$ cat src/hw/fu_pkg.sv
package fu_pkg;

    // Units per category
    localparam int NUM_ALU  = 8;
    localparam int NUM_LS   = 4;
    localparam int NUM_MULT = 4;
    localparam int NUM_BEQ  = 4;

    localparam int FU_SIZE = NUM_ALU + NUM_LS + NUM_MULT + NUM_BEQ;

    // Exclusive upper slot index of each category
    localparam int ALU_OFFSET  = NUM_ALU;
    localparam int LS_OFFSET   = ALU_OFFSET + NUM_LS;
    localparam int MULT_OFFSET = LS_OFFSET + NUM_MULT;
    localparam int BEQ_OFFSET  = MULT_OFFSET + NUM_BEQ;

    localparam int FU_CAT = 4;
    localparam int XLEN   = 32;

    // Unit tag equals the slot index
    typedef logic [$clog2(FU_SIZE)-1:0] fu_num_t;

    // One-hot category, bit 0 ALU up to bit 3 branch
    typedef logic [FU_CAT-1:0] fu_cat_t;

    typedef logic [FU_SIZE-1:0] fu_vec_t;

    // Target holds the half-word address, byte address >> 1
    typedef struct packed {
        logic            taken;
        logic [XLEN-2:0] target;
    } branch_res_t;

    typedef union packed {
        logic [XLEN-1:0] word;
        branch_res_t     branch;
    } fu_result_u;

endpackage

$ cat src/hw/wb_if.sv
interface wb_if import fu_pkg::*; ();

    fu_vec_t    valid;
    fu_vec_t    grant;
    fu_num_t    tag;
    fu_result_u gnt_data;

    modport bank (
        input  grant,
        output valid,
        output gnt_data
    );

    modport sel (
        input  valid,
        output grant,
        output tag
    );

    modport drv (
        input  grant,
        input  tag,
        input  gnt_data
    );

endinterface

$ cat src/hw/cdb_driver.sv
module cdb_driver import fu_pkg::*; (
    input  logic            clock,
    input  logic            rst_n,
    wb_if.drv               wb,
    output logic            cdb_valid,
    output fu_num_t         cdb_tag,
    output logic [XLEN-1:0] cdb_data,
    output logic            cdb_branch_taken,
    output logic [XLEN-1:0] cdb_branch_target
);

    logic is_branch;

    // Branch units sit in the top slots
    assign is_branch = (int'(wb.tag) >= MULT_OFFSET) && (int'(wb.tag) < BEQ_OFFSET)
                       && (|wb.grant);

    always_ff @(posedge clock or negedge rst_n) begin
        if (!rst_n) begin
            cdb_valid        <= 1'b0;
            cdb_branch_taken <= 1'b0;
        end else begin
            cdb_valid        <= |wb.grant;
            cdb_branch_taken <= is_branch && wb.gnt_data.branch.taken;
        end
    end

    // Tag, data and branch target of the granted slot
    always_ff @(posedge clock) begin
        cdb_tag  <= wb.tag;
        cdb_data <= wb.gnt_data.word;
        if (is_branch) begin
            cdb_branch_target <= {wb.gnt_data.branch.target, 1'b0};
        end else begin
            cdb_branch_target <= '0;
        end
    end

endmodule

$ cat src/flat_wrapper.sv
// flat-port wrapper written by rule: the top's interface ports become plain ports
module cdb_driver_flat import fu_pkg::*;
  (clock, rst_n, cdb_valid, cdb_tag, cdb_data, cdb_branch_taken, cdb_branch_target, wb_grant, wb_tag, wb_gnt_data);
  wb_if wb_i ();
  input  logic clock;
  input  logic rst_n;
  output logic cdb_valid;
  output fu_num_t cdb_tag;
  output logic [XLEN-1:0] cdb_data;
  output logic cdb_branch_taken;
  output logic [XLEN-1:0] cdb_branch_target;
  input wire logic [$bits(wb_i.grant)-1:0] wb_grant;
  input wire logic [$bits(wb_i.tag)-1:0] wb_tag;
  input wire logic [$bits(wb_i.gnt_data)-1:0] wb_gnt_data;
  assign wb_i.grant = wb_grant;
  assign wb_i.tag = wb_tag;
  assign wb_i.gnt_data = wb_gnt_data;
  cdb_driver u_core (.clock(clock), .rst_n(rst_n), .wb(wb_i), .cdb_valid(cdb_valid), .cdb_tag(cdb_tag), .cdb_data(cdb_data), .cdb_branch_taken(cdb_branch_taken), .cdb_branch_target(cdb_branch_target));
endmodule
$ cat config.mk
export PLATFORM = sky130hd
export DESIGN_NAME = cdb_driver_flat
export DESIGN_NICKNAME = d
export VERILOG_FILES = /design/src/hw/fu_pkg.sv /design/src/hw/wb_if.sv /design/src/hw/cdb_driver.sv /design/src/flat_wrapper.sv
export SDC_FILE = /design/constraint.sdc
export NUM_CORES = 1
export LEC_CHECK = 0
export BUFFER_PORTS_ARGS = -buffer_cell sky130_fd_sc_hd__buf_2
export CORE_MARGIN = 10
export CORE_UTILIZATION = 25
export CTS_CLUSTER_SIZE = 40
export DETAILED_ROUTE_END_ITERATION = 8
export PLACE_DENSITY = 0.57
export SLEW_MARGIN = 10
export SYNTH_ARGS = -nofsm -noshare
export SYNTH_HDL_FRONTEND = slang
export SYNTH_SLANG_ARGS = --single-unit
$ cat constraint.sdc
create_clock -name clock -period 0.8 [get_ports clock]
set_input_delay 0.08 -clock clock [delete_from_list [all_inputs] [get_ports clock]]
set_output_delay 0.08 -clock clock [all_outputs]
set_load 0.005 [all_outputs]
# [After elaboration in Yosys (flattened, before gate mapping)]
# Cells that the tools add are included.
[totals] reg_bits=71 inputBits=59 output_inout_bits=71 elab_cells=12
[op_classes] n_lt_le_gt_ge=2 n_reduce_logical=4
[op_table] cell="$reduce_or 20->1" n=1
[op_table] cell="$ge 5x5->1 const B" n=1
[op_table] cell="$lt 5x5->1 const B" n=1
[op_table] cell="$logic_and 1x1->1" n=3

# [Depth between registers and ports, before layout]
[depth] word_depth=4 ltp_mapped=5 mapped_depth_nobuf=3

# [Worst setup path after synthesis]
# Ideal clock, no wire load.
[synth_path] path_kind="input to register" startpoint="in wb_grant[5]" endpoint="reg u_core.cdb_branch_taken" setup_ns=0.137 arrival_ns=0.989 required_ns=0.663 slack_ns=-0.326 path_stages=4 path_buffers=1 cell_sequence="or4_4 > nor2_8 > buf_6 > a21oi_1"
[synth_via] elab_chain_cells=3
[synth_lines] item="start, declared" line="flat_wrapper.sv:12" text="input wire logic [$bits(wb_i.grant)-1:0] wb_grant;"
[synth_lines] item="$reduce_or 20->1" line="cdb_driver.sv:16" text="&& (|wb.grant);"
[synth_lines] item="$logic_and 1x1->1" line="cdb_driver.sv:16"
[synth_lines] item="$logic_and 1x1->1" line="cdb_driver.sv:24" text="cdb_branch_taken <= is_branch && wb.gnt_data.branch.taken;"
[synth_lines] item="end signal, assigned" line="cdb_driver.sv:24"
[synth_lines] item="end, declared" line="cdb_driver.sv:8" text="output logic cdb_branch_taken,"
# No other way between the ends.
# A chain may end at the register's enable or synchronous reset.

# [Worst setup path in the final report]
[layout_path] startpoint="in wb_grant[5]" endpoint="reg u_core.cdb_branch_target[19]"
[layout_via] elab_chain_cells=2
[layout_lines] item="$reduce_or 20->1" line="cdb_driver.sv:16"
[layout_lines] item="$logic_and 1x1->1" line="cdb_driver.sv:16"
[layout_lines] item="end signal, assigned" line="cdb_driver.sv:33" text="cdb_branch_target <= {wb.gnt_data.branch.target, 1'b0};"
[layout_lines] item="end, declared" line="cdb_driver.sv:9" text="output logic [XLEN-1:0] cdb_branch_target"
# No other way between the ends.

==> impl_metrics.py <==
metrics = {
    "run_status": {
        "status": "complete, but fails checks",
        "violations": "setup timing",
    },
    "global_routing": {
        "overflow": 0,
        "grt_max_degree": 34,
        "antenna_found_initial": 0,
        "grt_pass1_wl_mm": 9.73,
        "grt_pass1_vias": 1905,
        "grt_usage_pct": 10.7,
    },
    "timing": {
        "fmax_mhz": 1090,
        "rsz0062_at_grt": "true",
        "fin_ws_ns": -0.119,
        "setup_viol": 103,
        "whs_ns": 0.0552,
        "min_period_over_period_pct": 115,
        "min_period_ns": 0.919,
        "hold_violations": 0,
        "tns_ns": -5.40,
        "slew_viol_final": 0,
    },
    "floorplan": {
        "num_rows": 31,
        "boundaryPins": 130,
        "die_w_um": 107,
        "core_area_mm2": 0.00733,
        "die_area_mm2": 0.0115,
        "initial_core_util_pct": 26.0,
        "die_h_um": 107,
    },
    "cells_and_area": {
        "final_util_pct": 47.0,
        "layout-drive-gt1-share_pct": 52.6,
        "n_antenna_cell": 0,
        "nFillCells": 685,
        "finalNetCount": 385,
        "area_growth_syn_to_layout_pct": 80.9,
    },
    "critical_path": {
        "end_kind": "flip-flop",
        "worst-setup-path-type": "in2reg",
        "crit_path_cell_trace": "buf_6, or4_4, nor2_8, buf_12, a21oi_1",
        "endpoint": "u_core.cdb_branch_target[19]",
        "critPathTopFamily": "simple AND/OR/NAND/NOR gates",
        "crit_arrival_ns": 1.13,
        "crit_start": "wb_grant[5]",
        "cpMaxStageDelayCell": "or4_4",
        "path_buf_inv": 2,
        "cp-start-kind": "input port",
        "critPathMaxStageDelay_ns": 0.56,
        "path_max_fanout": 21,
        "cp.depth": 5,
        "critical_path_required_ns": 1.02,
    },
    "yosys": {
        "synthCells": 158,
        "synth_area_mm2": 0.00190,
        "synth_top_area_cell": "dfxtp_1",
        "yosys-top-cells-area": "dfxtp_1, nand3_1, a21oi_1, dfrtp_1, buf_6",
        "yosys_warnings": 0,
        "yosys-top-cells-count": "dfxtp_1, nand3_1, a21oi_1",
        "seq_area_frac_synth_pct": 74.2,
        "synth-edff-count": 0,
        "yosysMostFrequentCell": "dfxtp_1",
        "syn_nets": 217,
        "async_reset_ff_share_pct": 2.86,
        "synth-seq-cells": 70,
        "ys_types": 16,
        "synth_area_per_cell_um2": 12.0,
        "yosys_most_used_dff": "dfxtp_1",
        "yosys.area.top_type_share_pct": 71.5,
    },
    "clocking": {
        "cts_tree": "built",
        "cts_root_buf": "clkbuf_8",
        "clk_pin_slew_worst_paths_ns": 0.08,
        "cts_inserted_buffers": 9,
        "cts_setup_buffers": 0,
        "cts_buffer_depth": 2,
        "clkSinkCount": 70,
        "h-tree-depth": 3,
    },
    "detailed_routing": {
        "first_iter_violations": 69,
        "dr.pass1.iters": 4,
        "avgRoutedWirePerCell_um": 14.7,
        "wl_mm": 6.33,
        "vias": 1756,
        "ant_nets": 0,
        "via_per_inst": 4.08,
        "drcViolationCount": 0,
    },
    "power_and_ir_drop": {
        "leakagePower_nw": 1.64,
        "p_total_w": 0.00776,
        "vdd_drop_max_uv": 1000,
        "p_per_area_mw_per_mm2": 2250,
    },
    "place": {
        "gp_congestion": 0.697,
        "dpl_worst_slack_ns": -0.478,
        "hpwl_mm": 4.39,
        "io_buffers": 128,
    },
    "run": {
        "max-cap-violations": 0,
    },
    "min_path": {
        "holdCritPathClass": "in2async",
    },
}
==> where the power goes <==
group          switching (W)  internal (W)  leakage [nW]  total (W)
clock network        0.00135       0.00209         0.124    0.00343
registers          0.0000377       0.00363         0.591    0.00367
logic               0.000251      0.000401         0.923   0.000653
==> cell usage in the layout (no fill, tap or decap), types with 2 or more instances in the layout <==
master,netlist,final
nor4_1,3,3
or4_4,2,2
dlygate4sd3_1,0,37
buf_6,3,17
nand3_1,32,32
bufinv_16,0,3
dfxtp_1,68,52
clkinv_4,0,2
buf_2,2,111
dfrtp_1,2,2
clkbuf_8,0,9
a21oi_1,29,28
buf_12,0,5
a21oi_2,3,4
dfxtp_2,0,16
==> kinds of logic after synthesis <==
| logic type | Yosys count | synth area share [%] |
|---|---|---|
| AND/OR/NAND/NOR | 41 | 12.4 |
| AO/OA/AOI/OAI | 32 | 9.01 |
| flip-flops | 70 | 74.2 |
| other | 1 | 0.197 |
| buffers and inverters | 14 | 4.27 |
==> worst min path at each step <==
stage,from,to
floorplan,rst_n,u_core.cdb_branch_taken
global placement,rst_n,u_core.cdb_valid
finish,rst_n,u_core.cdb_branch_taken
CTS,rst_n,u_core.cdb_branch_taken
global route,rst_n,u_core.cdb_branch_taken
detailed placement,rst_n,u_core.cdb_valid
==> state kept, by name, indices dropped and copies added, names as in the netlist <==
register and flops:
u_core.cdb_branch_target 31, u_core.cdb_valid 1, u_core.cdb_branch_taken 1, u_core.cdb_tag 5, u_core.cdb_data 32
==> what timing repair did <==
item	CTS	global route
gates cloned	0	0
setup endpoints to repair	103	103
hold buffers	37	0
hold endpoints to repair	69	0
gates resized for setup	8	25
==> metal layers <==
layer | track usage [%] | up-vias | wire length, um
met1 | 10.8 | 779 | 2540
li1 | - | 874 | -
met3 | 8.14 | 4 | 844
met5 | 0 | - | 0
met2 | 16.7 | 99 | 2900
met4 | 3.77 | 0 | 46
==> cell type report <==
class	instances	area (um^2)	share of cell area, %
sequential	70	1430	41.6
tap	99	124	3.60
multi-input combinational	74	417	12.1
clock buffer	9	124	3.60
clock inverter	7	121	3.53
timing repair buffer	171	1220	35.6
==> metrics by stage <==
step / area, um^2 / instances
after floorplan: 1910 / 158
after global placement: 2700 / 377
after detailed placement: 2700 / 377
after CTS: 3340 / 430
after global routing: 3440 / 430
final: 3440 / 430
Note: power is estimated with default switching activity, not from simulation.
