[src/hw/fu_pkg.sv]
package fu_pkg;

    // Units per category
    localparam int NUM_ALU  = 8;
    localparam int NUM_LS   = 4;
    localparam int NUM_MULT = 4;
    localparam int NUM_BEQ  = 4;

    localparam int FU_SIZE = NUM_ALU + NUM_LS + NUM_MULT + NUM_BEQ;

    // Exclusive upper slot index of each category
    localparam int ALU_OFFSET  = NUM_ALU;
    localparam int LS_OFFSET   = ALU_OFFSET + NUM_LS;
    localparam int MULT_OFFSET = LS_OFFSET + NUM_MULT;
    localparam int BEQ_OFFSET  = MULT_OFFSET + NUM_BEQ;

    localparam int FU_CAT = 4;
    localparam int XLEN   = 32;

    // Unit tag equals the slot index
    typedef logic [$clog2(FU_SIZE)-1:0] fu_num_t;

    // One-hot category, bit 0 ALU up to bit 3 branch
    typedef logic [FU_CAT-1:0] fu_cat_t;

    typedef logic [FU_SIZE-1:0] fu_vec_t;

    // Target holds the half-word address, byte address >> 1
    typedef struct packed {
        logic            taken;
        logic [XLEN-2:0] target;
    } branch_res_t;

    typedef union packed {
        logic [XLEN-1:0] word;
        branch_res_t     branch;
    } fu_result_u;

endpackage

[src/hw/wb_if.sv]
interface wb_if import fu_pkg::*; ();

    fu_vec_t    valid;
    fu_vec_t    grant;
    fu_num_t    tag;
    fu_result_u gnt_data;

    modport bank (
        input  grant,
        output valid,
        output gnt_data
    );

    modport sel (
        input  valid,
        output grant,
        output tag
    );

    modport drv (
        input  grant,
        input  tag,
        input  gnt_data
    );

endinterface

[src/hw/fu_result_bank.sv]
module fu_result_bank import fu_pkg::*; (
    input  logic       clock,
    input  logic       rst_n,
    input  logic       complete,
    input  fu_num_t    complete_fu,
    input  fu_result_u complete_data,
    output fu_vec_t    slot_full,
    wb_if.bank         wb
);

    fu_result_u slot_data [FU_SIZE];
    fu_vec_t    slot_valid;
    logic       capture;

    // Only an empty slot takes a completion
    assign capture = complete && (int'(complete_fu) < FU_SIZE) && !slot_valid[complete_fu];

    always_ff @(posedge clock or negedge rst_n) begin
        if (!rst_n) begin
            slot_valid <= '0;
        end else begin
            slot_valid <= slot_valid & ~wb.grant;
            if (capture) begin
                slot_valid[complete_fu] <= 1'b1;
            end
        end
    end

    always_ff @(posedge clock) begin
        if (capture) begin
            slot_data[complete_fu] <= complete_data;
        end
    end

    assign slot_full = slot_valid;
    assign wb.valid  = slot_valid;

    // AND-OR mux on the one-hot grant
    always_comb begin
        wb.gnt_data = '0;
        for (int i = 0; i < FU_SIZE; i++) begin
            if (wb.grant[i]) begin
                wb.gnt_data = wb.gnt_data | slot_data[i];
            end
        end
    end

endmodule

[src/flat_wrapper.sv]
// flat-port wrapper written by rule: the top's interface ports become plain ports
module fu_result_bank_flat import fu_pkg::*;
  (clock, rst_n, complete, complete_fu, complete_data, slot_full, wb_grant, wb_valid, wb_gnt_data);
  wb_if wb_i ();
  input  logic clock;
  input  logic rst_n;
  input  logic complete;
  input  fu_num_t complete_fu;
  input  fu_result_u complete_data;
  output fu_vec_t slot_full;
  input wire logic [$bits(wb_i.grant)-1:0] wb_grant;
  output wire logic [$bits(wb_i.valid)-1:0] wb_valid;
  output wire logic [$bits(wb_i.gnt_data)-1:0] wb_gnt_data;
  assign wb_i.grant = wb_grant;
  assign wb_valid = wb_i.valid;
  assign wb_gnt_data = wb_i.gnt_data;
  fu_result_bank u_core (.clock(clock), .rst_n(rst_n), .complete(complete), .complete_fu(complete_fu), .complete_data(complete_data), .slot_full(slot_full), .wb(wb_i));
endmodule
[config.mk]
export PLATFORM = sky130hd
export DESIGN_NAME = fu_result_bank_flat
export DESIGN_NICKNAME = d
export VERILOG_FILES = /design/src/hw/fu_pkg.sv /design/src/hw/wb_if.sv /design/src/hw/fu_result_bank.sv /design/src/flat_wrapper.sv
export SDC_FILE = /design/constraint.sdc
export NUM_CORES = 1
export LEC_CHECK = 0
export BUFFER_PORTS_ARGS = -buffer_cell sky130_fd_sc_hd__buf_4
export CAP_MARGIN = 20
export CORE_ASPECT_RATIO = 1.75
export CORE_MARGIN = 2
export CORE_UTILIZATION = 31
export DETAILED_ROUTE_END_ITERATION = 12
export PLACE_DENSITY = 0.5
export SLEW_MARGIN = 20
export SYNTH_ARGS = -nofsm -noshare
export SYNTH_HDL_FRONTEND = slang
export SYNTH_SLANG_ARGS = --single-unit
[constraint.sdc]
create_clock -name clock -period 4.7 [get_ports clock]
set_input_delay 0.235 -clock clock [delete_from_list [all_inputs] [get_ports clock]]
set_output_delay 0.235 -clock clock [all_outputs]
set_load 0.02 [all_outputs]
; Word-level counts from Yosys, hierarchy flattened
; Memory sizes are Yosys's and may differ from the RTL's.
; Cells that the tools add are included.
[classes]
n_addsub = 0
multipliers = 0
div = 0
order_cmp = 3
n_eq_ne = 0
shift = 0
mux = 27
n_bitwise = 22
reduce_logical = 4
[op_table]
columns = op, n
row1 = 32-bit two-way mux, 20
row2 = 32-bit bitwise OR, 19
row3 = 20-bit AND, 1
row4 = 20-bit two-way mux, 1
row5 = 20-bit inverter, 1
row6 = 20-bit bitwise OR, 1
row7 = "5-bit by 6-bit less-than comparator with 1-bit output, second input constant", 1
row8 = 1-bit binary-select mux with 5-bit select, 1
row9 = 1-bit demux with 5-bit select, 1
row10 = "5-bit by 1-bit >= comparator with 1-bit output, second input constant", 1
row11 = "5-bit less-than comparator, second input constant", 1
row12 = 1-bit two-way mux, 4
row13 = 1-bit logical AND, 3
row14 = 1-bit zero test, 1
[word_totals]
ff_bits = 20
latch_bits = 0
ramBits = 640
mem_bits_ro = 0
input_bits = 60
output_inout_bits = 72
word_cells = 58
n_memories = 1
[memory_table]
columns = memory, words, width, read_ports, rd_clocked_by_memory_dff, write_ports, line_no
row1 = u_core.slot_data, 20, 32, 20, 0, 1, fu_result_bank.sv:11  ; fu_result_u slot_data [FU_SIZE];

; Longest topological paths before layout
; Gate-level depths: netlist (run 1).
[depth]
ltp_word = 39
ltp_mapped = 6

; Worst setup path before layout (run 1)
; Ideal clock, no wire load.
[synth_timing]
kind = input-to-reg
from = input port complete_fu[1]
to = memory u_core.slot_data[16][0] (netlist bit) (enable)
arrival_ps = 4095
t_required_ps = 4195
path_slack_ps = 101
stages = 5
n_path_buf = 3
cell_sequence = buf_4 buf_6 or2_2 clkbuf_1 nor4_1
[synth_between]
elab_chain_cells = 6
elab_cells_between_ends = 8
[synth_rtl]
columns = item, line_no
row1 = "start, declared", flat_wrapper.sv:8  ; input fu_num_t complete_fu;
row2 = 1-bit binary-select mux with 5-bit select, fu_result_bank.sv:16  ; assign capture = complete && (int'(complete_fu) < FU_SIZE) && !slot_valid[complete_fu];
row3 = 1-bit two-way mux (implied by the code), fu_result_bank.sv:16
row4 = 1-bit zero test, fu_result_bank.sv:16
row5 = 1-bit logical AND, fu_result_bank.sv:16
row6 = 1-bit two-way mux, fu_result_bank.sv:30  ; if (capture) begin
row7 = 1-bit two-way mux (implied by the code), fu_result_bank.sv:31  ; slot_data[complete_fu] <= complete_data;
row8 = "end, declared", fu_result_bank.sv:11
; Several ways; a longest one is shown, not always the timed one. The select of a mux whose other input is x is not followed.

; Worst setup path after layout (run 1)
[layout_timing]
from = register u_core.slot_valid[7], in the netlist u_core.slot_full[7]
to = memory u_core.slot_data[1][23] (netlist bit) (enable)
[layout_between]
elab_chain_cells = 6
[layout_rtl]
columns = item, line_no
row1 = "start, declared", fu_result_bank.sv:12  ; fu_vec_t slot_valid;
row2 = "start signal, assigned", fu_result_bank.sv:22  ; slot_valid <= slot_valid & ~wb.grant;
row3 = 1-bit binary-select mux with 5-bit select, fu_result_bank.sv:16
row4 = 1-bit two-way mux (implied by the code), fu_result_bank.sv:16
row5 = 1-bit zero test, fu_result_bank.sv:16
row6 = 1-bit logical AND, fu_result_bank.sv:16
row7 = 1-bit two-way mux, fu_result_bank.sv:30
row8 = 1-bit two-way mux (implied by the code), fu_result_bank.sv:31
; No other way between the ends. The select of a mux whose other input is x is not followed.

==> results.sh, run 1 <==
export IMPL_status="finished, final reports clean"
export IMPL_grt_max_degree=34
export IMPL_grt_ovfl_total=0
export IMPL_layout_commonest_cell="edfxtp_1"
export IMPL_peakVddDrop_v=0.000303
export IMPL_syn_to_final_growth_pct=17.6
export IMPL_drt_pass1_iterations=5
export IMPL_drcViolationCount=0
export IMPL_p_leak_nw=9.10
export IMPL_syn_inst=1228
export IMPL_layout_common_cells="640 x edfxtp_1, 158 x buf_4, 128 x a22o_1, 128 x a221oi_1, 64 x a22oi_1"
export IMPL_maxSlewHeadroom_pct=34.5
export IMPL_min_to="u_core.slot_data[11][7]$_DFFE_PP_"
export IMPL_hp_start="complete_data[7]"
export IMPL_crit_path_start_kind="flip-flop"
export IMPL_reg2reg_from="u_core.slot_full[7]$_DFF_PN0_"
export IMPL_nets=1446
export IMPL_syn_cell_area_um2=23900
export IMPL_drive_gt1_share_pct=18.4
export IMPL_ys_seq_elements=660
export IMPL_core_um2=76300
export IMPL_ant_nets=0
export IMPL_root_buffer="clkbuf_16"
export IMPL_min_path_cells=1
export IMPL_cts_htree_levels=2
export IMPL_drv_slew=0
export IMPL_start_util_pct=31.3
export IMPL_worstSetupEndpointType="flip-flop"
export IMPL_wl_per_cell_um=30.0
export IMPL_drt_total_wl_mm=73.4
export IMPL_io_buffer_count=131
export IMPL_clk_latency_ns=0.61
export IMPL_critPathRequiredTime_ns=5.00
export IMPL_path_class="flip-flop to flip-flop"
export IMPL_clk_path_buf_depth=3
export IMPL_cts_tree="yes"
export IMPL_dieArea_um2=79400
export IMPL_n_antenna_cell=0
export IMPL_power_density_nw_per_um2=404
export IMPL_finalCriticalPeriod_ns=2.96
export IMPL_maxCapViolations=0
export IMPL_gp_congestion=0.808
export IMPL_period_share_pct=62.9
export IMPL_worst_slew_pin_slew_ns=0.980
export IMPL_cts_sinks=660
export IMPL_pin_count=132
export IMPL_hold_path_class="primary input to flip-flop"
export IMPL_worstPathArrival_ns=3.26
export IMPL_fin_tns_setup_ns=0
export IMPL_die_w_um=214
export IMPL_vias_per_cell=5.37
export IMPL_fmax_mhz=338
export IMPL_hold_violations=0
export IMPL_post_cts_buffers=0
export IMPL_grtUsageTotal_pct=18.6
export IMPL_crit_fanout=21
export IMPL_rows=134
export IMPL_grt_pass1_wl_mm=103
export IMPL_fill_cells=7028
export IMPL_avgSynthCellArea_um2=19.4
export IMPL_vias=13100
export IMPL_cts_made_buffers=53
export IMPL_hpwlAfterDp_mm=42.0
export IMPL_cts_repair_resized=0
export IMPL_regToRegSetupSlack_ns=1.74
export IMPL_die_h_um=371
export IMPL_hold_slack_ns=0.0166
export IMPL_yosysWarningCount=0
export IMPL_clock_skew_ns=0.0144
export IMPL_syn_num_nets=1288
export IMPL_ys_seq_area_share_pct=82.6
export IMPL_antenna_found_initial=0
export IMPL_rsz0062_at_grt="no"
export IMPL_drtIter0Drc=1124
export IMPL_grt_pass1_vias=13700
export IMPL_clkTransAtPathRegs_ns=0.07
export IMPL_synth_cell_types=31
export IMPL_worst_r2r_cell_count=5
export IMPL_r2r_end="u_core.slot_data[1][23]$_DFFE_PP_"
export IMPL_setup_violations=0
## registers in the layout, summed over array words and instances (netlist names)
name              count
u_core.slot_full     20
u_core.slot_data    640
## Yosys cell counts
cell type / n / area, um^2
o22ai_1: 14 / 87.6
clkbuf_1: 57 / 214
a22o_1: 128 / 1120
buf_4: 22 / 165
nand2b_1: 3 / 18.8
buf_2: 5 / 25.0
a22oi_1: 64 / 480
or3_1: 1 / 6.26
nand4_1: 36 / 225
o22ai_2: 2 / 25.0
nor4b_4: 1 / 23.8
buf_6: 1 / 11.3
a31o_2: 1 / 8.76
mux2i_1: 5 / 50.1
a221oi_1: 128 / 1120
nand2_1: 1 / 3.75
nor3_1: 1 / 5.00
mux4_1: 1 / 26.3
a21o_1: 4 / 30.0
buf_1: 4 / 15.0
nor4_1: 4 / 25.0
edfxtp_1: 640 / 19200
nor2_1: 19 / 71.3
nand3_1: 6 / 30.0
mux4_2: 2 / 45.0
and3_1: 33 / 206
nor2b_1: 3 / 18.8
inv_1: 20 / 75.1
or2_2: 1 / 6.26
dfrtp_1: 20 / 500
nand4_4: 1 / 21.3
## report_power, final
part,switching (mW),total (mW),internal [mW]
Combinational,0.384,0.535,0.151
Clock,2.05,4.31,2.26
Sequential,0.0141,6.51,6.49
Total,2.45,11.4,8.90
## how the worst max path moves through the flow
| stage | from | to | slack (ns) | cells past startpoint |
|---|---|---|---|---|
| 2_1_floorplan | complete_fu[1] | u_core.slot_data[16][0]$_DFFE_PP_ | 0.10 | 5 |
| 3_3_place_gp | complete_fu[0] | u_core.slot_data[10][18]$_DFFE_PP_ | 1.54 | 6 |
| 3_5_place_dp | complete_fu[1] | u_core.slot_data[1][6]$_DFFE_PP_ | 1.62 | 6 |
| 4_1_cts | u_core.slot_full[7]$_DFF_PN0_ | u_core.slot_data[1][29]$_DFFE_PP_ | 1.69 | 5 |
| 5_1_grt | u_core.slot_full[7]$_DFF_PN0_ | u_core.slot_data[1][30]$_DFFE_PP_ | 1.61 | 5 |
| 6_report | u_core.slot_full[7]$_DFF_PN0_ | u_core.slot_data[1][23]$_DFFE_PP_ | 1.74 | 5 |
## through the flow
stage | util [%] | power (mW) | cells | worst slack [ns] | area (um^2)
finish | 36.8 | 11.4 | 2446 | 1.74 | 28100
global route | 36.8 | 11.7 | 2446 | 1.61 | 28100
CTS | 36.8 | 11.4 | 2446 | 1.69 | 28100
detailed placement | 34.3 | 7.16 | 2320 | 1.62 | 26100
global placement | 34.2 | 7.15 | 2317 | 1.54 | 26100
floorplan | - | 6.85 | 1228 | 0.101 | 23900
## repair_timing
action                     CTS  global route
hold buffers                31             0
setup endpoints to repair    0             0
hold endpoints to repair   559             0
## layer usage
metal | vias up | part of all wire, % | global-route usage, %
li1 | 5545 | - | -
met1 | 7053 | 37 | 21.4
met2 | 420 | 56 | 35.4
met3 | 107 | 4.4 | 2.29
met4 | 0 | 2.5 | 5.56
met5 | - | 0 | 0
## logic make-up (layout without fill, tap and decap cells)
logic type | Yosys count | count (layout) | share of synthesized area (%)
AO/OA/AOI/OAI | 341 | 341 | 12.0
AND/OR/NAND/NOR | 110 | 110 | 2.77
multiplexers | 8 | 8 | 0.508
flip-flops | 660 | 660 | 82.6
buffers and inverters | 109 | 307 | 2.12
## critical path, stage by stage, from the launching register on
cell and delay [ns]:
dfrtp_1 0.42, mux2i_1 0.17, mux4_2 0.27, nand3_1 0.43, nor2_4 0.93, buf_4 0.37
## cell type report
class                      instances  area (um^2)  share of cell area, %
multi-input combinational        459         3800                   13.5
inverter                          20         75.1                  0.267
sequential                       660        19700                   70.2
clock inverter                    31          201                  0.718
timing repair buffer             192         1580                   5.62
tap                             1020         1280                   4.55
clock buffer                      64         1420                   5.06
Note: power is estimated with default switching activity, not from simulation.
==> run 2, diff against run 1 <==
PLACE_DENSITY = 0.48   (was 0.5)
clock period = 3.1 ns   (was 4.7 ns; I/O delays follow)
==> run 2 against run 1 <==
Net effect:
- register-to-register slack lost 1.1 ns
- wire length shrank 0.13%
- maximum frequency grew 18%
- clock-buffer cell count shrank 3
- sequential share of layout area shrank 0.99 points
- global-route usage is essentially flat
- critical path type unchanged
- critical endpoint is now u_core.slot_data[8][5]$_DFFE_PP_
- largest cell class unchanged
==> results.sh, run 2 (same netlist as run 1, synthesis figures left out) <==
export IMPL_maxCapViolations=0
export IMPL_fmax_mhz=400
export IMPL_drtIter0Drc=957
export IMPL_core_um2=76300
export IMPL_rows=134
export IMPL_regMostFlops="u_core.slot_data"
export IMPL_worstSetupStartpoint="u_core.slot_full[11]$_DFF_PN0_"
export IMPL_vias=13100
export IMPL_hold_violations=0
export IMPL_grtUsageMet3_pct=2.33
export IMPL_drt_total_wl_mm=73.3
export IMPL_cts_repair_resized=0
export IMPL_vias_per_cell=5.32
export IMPL_postCtsHoldBufs=37
export IMPL_status="finished, final reports clean"
export IMPL_critPathRequiredTime_ns=3.39
export IMPL_worstSetupEndpointType="flip-flop"
export IMPL_grt_pass1_wl_mm=103
export IMPL_clkTransAtPathRegs_ns=0.07
export IMPL_worst_slew_pin_slew_ns=0.940
export IMPL_crit_fanout=25
export IMPL_hp_start="complete_fu[3]"
export IMPL_die_w_um=214
export IMPL_syn_to_final_growth_pct=19.2
export IMPL_crit_end="u_core.slot_data[8][5]$_DFFE_PP_"
export IMPL_regToRegSetupSlack_ns=0.60
export IMPL_r2r_end="u_core.slot_data[8][5]$_DFFE_PP_"
export IMPL_largest_register_ffs=640
export IMPL_hpwlAfterDp_mm=40.4
export IMPL_die_h_um=371
export IMPL_layout_commonest_cell="edfxtp_1"
export IMPL_worstPathArrival_ns=2.79
export IMPL_clock_skew_ns=0.0249
export IMPL_period_share_pct=80.6
export IMPL_placedCellCount=2322
export IMPL_gp_congestion=0.805
export IMPL_grt_ovfl_total=0
export IMPL_grtUsageMet2_pct=35.2
export IMPL_cts_made_buffers=54
export IMPL_antenna_found_initial=0
export IMPL_rsz0062_at_grt="no"
export IMPL_grt_busiest_layer="met2"
export IMPL_drcViolationCount=0
export IMPL_fin_tns_setup_ns=0
export IMPL_cts_tree="yes"
export IMPL_reg2reg_from="u_core.slot_full[11]$_DFF_PN0_"
export IMPL_power_density_nw_per_um2=624
export IMPL_clk_path_buf_depth=3
export IMPL_cts_htree_levels=2
export IMPL_start_util_pct=31.3
export IMPL_grt_pass1_vias=13700
export IMPL_clk_latency_ns=0.62
export IMPL_met1_usage_pct=21.3
export IMPL_drv_slew=0
export IMPL_pin_count=132
export IMPL_setup_violations=0
export IMPL_cts_sinks=660
export IMPL_io_buffer_count=131
export IMPL_root_buffer="clkbuf_16"
export IMPL_maxSlewHeadroom_pct=37.1
export IMPL_path_class="flip-flop to flip-flop"
export IMPL_n_antenna_cell=0
export IMPL_post_cts_buffers=0
export IMPL_drt_pass1_iterations=5
export IMPL_grtUsageTotal_pct=18.6
export IMPL_dieArea_um2=79400
export IMPL_layout_common_cells="640 x edfxtp_1, 149 x buf_4, 128 x a22o_1, 128 x a221oi_1, 64 x a22oi_1"
export IMPL_hold_path_class="primary input to flip-flop"
export IMPL_worst_r2r_cell_count=5
export IMPL_nets=1455
export IMPL_grt_max_degree=34
export IMPL_finalCriticalPeriod_ns=2.50
export IMPL_drive_gt1_share_pct=18.5
export IMPL_ant_nets=0
export IMPL_final_cells=2459
export IMPL_p_leak_nw=9.22
export IMPL_peakVddDrop_v=0.000377
export IMPL_wl_per_cell_um=29.8
export IMPL_crit_path_start_kind="flip-flop"
==> run 2: cell types whose count changed in the layout (fill, tap and decap cells not counted), moves of 2 or more <==
cell           previous run  this run
buf_16                    3         0
nor4_2                    4         0
clkbuf_1                  8         4
clkbuf_16                55        57
bufinv_16                 2         7
buf_4                   158       149
clkinv_2                 12         7
dlygate4sd3_1            31        37
nor4_4                    0         4
clkinv_1                 13        22
buf_12                    0        14
==> run 2: worst min path at each step <==
stage	end	slack, ns	depth (start not counted)
after floorplan	u_core.slot_full[0]$_DFF_PN0_	-0.14	0
after global placement	u_core.slot_full[4]$_DFF_PN0_	0.05	1
after detailed placement	u_core.slot_full[4]$_DFF_PN0_	0.06	1
after CTS	u_core.slot_full[7]$_DFF_PN0_	0.01	4
after global routing	u_core.slot_full[18]$_DFF_PN0_	0.06	3
final	u_core.slot_full[7]$_DFF_PN0_	0.04	4
==> run 2: per-stage QoR <==
stage | power [mW] | hold WS, ns | util, % | setup slack (ns) | instance area, um^2
6_report | 17.8 | 0.0396 | 37.3 | 0.600 | 28500
5_1_grt | 18.2 | 0.0560 | 37.3 | 0.508 | 28500
4_1_cts | 17.9 | 0.0125 | 37.3 | 0.565 | 28500
3_5_place_dp | 10.9 | 0.0572 | 34.5 | 0.624 | 26300
3_3_place_gp | 10.8 | 0.0506 | 34.5 | 0.657 | 26300
2_1_floorplan | 10.4 | -0.141 | - | -0.138 | 23900
==> run 2: metal layers <==
metal,up-vias,routed length [um],share of wire (%)
met1,7061,27900,38
li1,5564,-,-
met2,345,40400,55
met4,0,2130,2.9
met3,121,2910,4.0
met5,-,0,0
==> run 2: area by class of cell <==
class                   count  area [um^2]
clock buffers              61         1440
clock inverters            39          350
fillers                  7022        47800
inverters                  20         75.1
multi-input cells         459         3840
flip-flops and latches    660        19700
well taps                1020         1280
repair buffers            200         1770
==> run 2: power breakdown <==
| group | internal (mW) | switching [mW] | total (mW) |
|---|---|---|---|
| Sequential | 9.84 | 0.0208 | 9.86 |
| Combinational | 0.241 | 0.584 | 0.825 |
| Clock | 3.90 | 3.17 | 7.08 |
| Total | 14.0 | 3.78 | 17.8 |
==> run 2: worst max-delay path, cell delays in order, from the launching register on <==
cell and delay [ns]:
dfrtp_1 0.41, mux4_2 0.51, nor4b_4 0.28, nand4_4 0.29, nor2_4 0.39, buf_12 0.26
==> run 3, diff against run 2 <==
ABC_AREA = 1   (was default)
clock period = 2.3 ns   (was 3.1 ns; I/O delays follow)
==> run 3 against run 2 <==
Net effect:
- the run now ends with setup timing left
- sequential share of layout area decreased by 3.4 points
- clock-buffer cell count increased by 15
- register-to-register slack worse by 0.42 ns
- flip-flop and latch count unchanged
- non-clock buffer count up 96
- synthesized cell count up 37%
- critical path type is now flip-flop to output port
- largest cell class unchanged
- highest routed layer is now met5
==> results.sh, run 3 <==
export IMPL_status="complete, but fails checks"
export IMPL_violations="setup timing"
export IMPL_grt_max_degree=34
export IMPL_cts_tree="yes"
export IMPL_ys_seq_area_share_pct=80.1
export IMPL_worstSetupEndpointType="output port"
export IMPL_hold_slack_ns=0.0228
export IMPL_ys_seq_elements=660
export IMPL_p_total_mw=23.8
export IMPL_drt_total_wl_mm=84.2
export IMPL_setup_ws_ns=-0.0629
export IMPL_maxSlewHeadroom_pct=57.9
export IMPL_dieArea_um2=81800
export IMPL_die_w_um=217
export IMPL_cts_htree_levels=2
export IMPL_hold_violations=0
export IMPL_synthFlopType="edfxtp_1"
export IMPL_clock_skew_ns=0.0140
export IMPL_dp_slack_ns=-0.107
export IMPL_cp_slowest_stage_delay_ns=0.36
export IMPL_rsz0062_at_grt="yes"
export IMPL_p_leak_nw=10.7
export IMPL_grt_ovfl_total=0
export IMPL_grtUsageTotal_pct=20.5
export IMPL_drt_pass1_iterations=5
export IMPL_cp_slowest_cell="edfxtp_1"
export IMPL_worstPathArrival_ns=2.25
export IMPL_worst_r2r_cell_count=12
export IMPL_root_buffer="clkbuf_16"
export IMPL_die_h_um=377
export IMPL_drtIter0Drc=1039
export IMPL_syn_inst=1688
export IMPL_hold_path_class="primary input to flip-flop"
export IMPL_crit_end="wb_gnt_data[0]"
export IMPL_power_density_nw_per_um2=797
export IMPL_drv_slew=0
export IMPL_grt_pass1_wl_mm=117
export IMPL_synth_common_cells="640 x edfxtp_1, 523 x nand2_1, 80 x clkbuf_1, 74 x nand3_1, 67 x a221oi_1"
export IMPL_yosys_area_top_type_share_pct=78.1
export IMPL_synth_most_common_cell="edfxtp_1"
export IMPL_drive_gt1_share_pct=19.7
export IMPL_r2r_end="u_core.slot_data[3][14]$_DFFE_PP_"
export IMPL_layout_common_cells="640 x edfxtp_1, 523 x nand2_1, 233 x buf_4, 71 x nand3_1"
export IMPL_clk_latency_ns=0.62
export IMPL_setup_violations=2
export IMPL_finalCriticalPeriod_ns=2.36
export IMPL_synth_area_leaders="edfxtp_1 78%, nand2_1 8.0%, a221oi_1 2.4%"
export IMPL_cts_made_buffers=57
export IMPL_clk_path_buf_depth=3
export IMPL_period_share_pct=103
export IMPL_peakVddDrop_v=0.000496
export IMPL_start_util_pct=31.3
export IMPL_n_antenna_cell=0
export IMPL_reg2reg_from="u_core.slot_full[4]$_DFF_PN0_"
export IMPL_fmax_mhz=423
export IMPL_wl_per_cell_um=27.9
export IMPL_gp_congestion=0.881
export IMPL_fill_cells=7455
export IMPL_regMostFlops="u_core.slot_data"
export IMPL_yosysWarningCount=0
export IMPL_syn_num_nets=1748
export IMPL_antenna_found_initial=1
export IMPL_syn_cell_area_um2=24600
export IMPL_crit_path_start_kind="flip-flop"
export IMPL_crit_fanout=1
export IMPL_grt_pass1_vias=15500
export IMPL_avgSynthCellArea_um2=14.6
export IMPL_min_path_cells=4
export IMPL_critPathRequiredTime_ns=2.18
export IMPL_worst_slew_pin_slew_ns=0.632
export IMPL_worstSetupStartpoint="u_core.slot_data[19][0]$_DFFE_PP_"
export IMPL_pin_count=132
export IMPL_vias=15000
export IMPL_path_class="flip-flop to output port"
export IMPL_maxCapViolations=0
export IMPL_cts_sinks=660
export IMPL_regToRegSetupSlack_ns=0.18
export IMPL_core_um2=78600
export IMPL_synth_edf_count=640
export IMPL_async_flop_share_pct=3.03
export IMPL_hpwlAfterDp_mm=57.9
export IMPL_drcViolationCount=0
export IMPL_synth_top_area_cell="edfxtp_1"
export IMPL_rows=136
export IMPL_nets=1997
export IMPL_synth_cell_types=20
export IMPL_ant_nets=0
export IMPL_crit_chain="nand2_1 > nand4_1 > nor3_2 > nand4_1 > buf_6"
export IMPL_clkTransAtPathRegs_ns=0.07
export IMPL_cpMostUsedCell="nand4_1"
export IMPL_vias_per_cell=4.97
export IMPL_io_buffer_count=131
export IMPL_largest_register_ffs=640
export IMPL_layout_commonest_cell="edfxtp_1"
export IMPL_syn_to_final_growth_pct=21.5
## run 3: changes by cell type after synthesis, sizes merged, moves of 15 or more
| cell | previous run | this run |
|---|---|---|
| a221oi | 128 | 67 |
| o22ai | 16 | 1 |
| nand4 | 37 | 57 |
| nor2 | 19 | 44 |
| and3 | 33 | 0 |
| inv | 20 | 52 |
| nand2 | 1 | 523 |
| a22o | 128 | 39 |
| a21oi | 0 | 32 |
| a22oi | 64 | 0 |
| nand3 | 6 | 78 |
| a211oi | 0 | 19 |
| clkbuf | 57 | 80 |
## run 3: worst max-delay path, delay by kind of cell (launching register included)
family                 cells  cell delay (ns)
and+or+nand+nor            4             1.03
DFF                        1             0.36
buffers and inverters      1             0.24
## run 3: cells by family after synthesis
kind of cell	count (synthesis)	share of synthesized area [%]
buf+inv	158	2.84
compound gates	158	5.03
simple gates	712	12.0
flops	660	80.1
## run 3: cell type report
| cell class | count | area, um^2 | area share [%] |
|---|---|---|---|
| clock buffer | 76 | 1540 | 5.15 |
| clock inverter | 28 | 185 | 0.619 |
| inverter | 52 | 211 | 0.707 |
| multi-input combinational | 870 | 4370 | 14.6 |
| sequential | 660 | 19700 | 65.9 |
| tap | 1035 | 1290 | 4.33 |
| timing repair buffer | 296 | 2600 | 8.70 |
## run 3: worst min-delay path by stage
stage,startpoint,end
2_1_floorplan,rst_n,u_core.slot_full[0]$_DFF_PN0_
3_3_place_gp,rst_n,u_core.slot_full[8]$_DFF_PN0_
3_5_place_dp,rst_n,u_core.slot_full[8]$_DFF_PN0_
4_1_cts,wb_grant[10],u_core.slot_full[10]$_DFF_PN0_
5_1_grt,wb_grant[18],u_core.slot_full[18]$_DFF_PN0_
6_report,wb_grant[18],u_core.slot_full[18]$_DFF_PN0_
## run 3: timing repair
item | in CTS | in global routing
gates resized for setup | 32 | 11
pin swaps | 8 | 3
buffers inserted | 0 | 3
hold buffers | 35 | 0
endpoints found under the setup margin | 66 | 103
endpoints found under the hold margin | 661 | 0
## run 3: report_power, final
| part | internal [mW] | switching (mW) |
|---|---|---|
| Clock | 4.91 | 4.28 |
| Sequential | 13.3 | 0.0299 |
| Combinational | 0.371 | 0.967 |
| Total | 18.6 | 5.27 |
## run 3: per-layer routing
metal / vias to the layer above / GRT usage [%] / share of wire (%)
li1: 6665 / - / -
met1: 7803 / 20.8 / 34
met2: 372 / 39.7 / 56
met3: 143 / 2.12 / 3.3
met4: 2 / 12.5 / 6.8
met5: - / 0 / 0.017
## run 3: metrics by stage
step / instance area, um^2 / std cells / utilization, % / TNS, ns
after floorplan: 24600 / 1688 / - / 0
after global placement: 27600 / 2877 / 35.2 / -4.89
after detailed placement: 27600 / 2877 / 35.2 / -3.25
after CTS: 29900 / 3014 / 38.0 / -0.516
after global routing: 29900 / 3017 / 38.1 / -0.467
final: 29900 / 3017 / 38.1 / -0.122
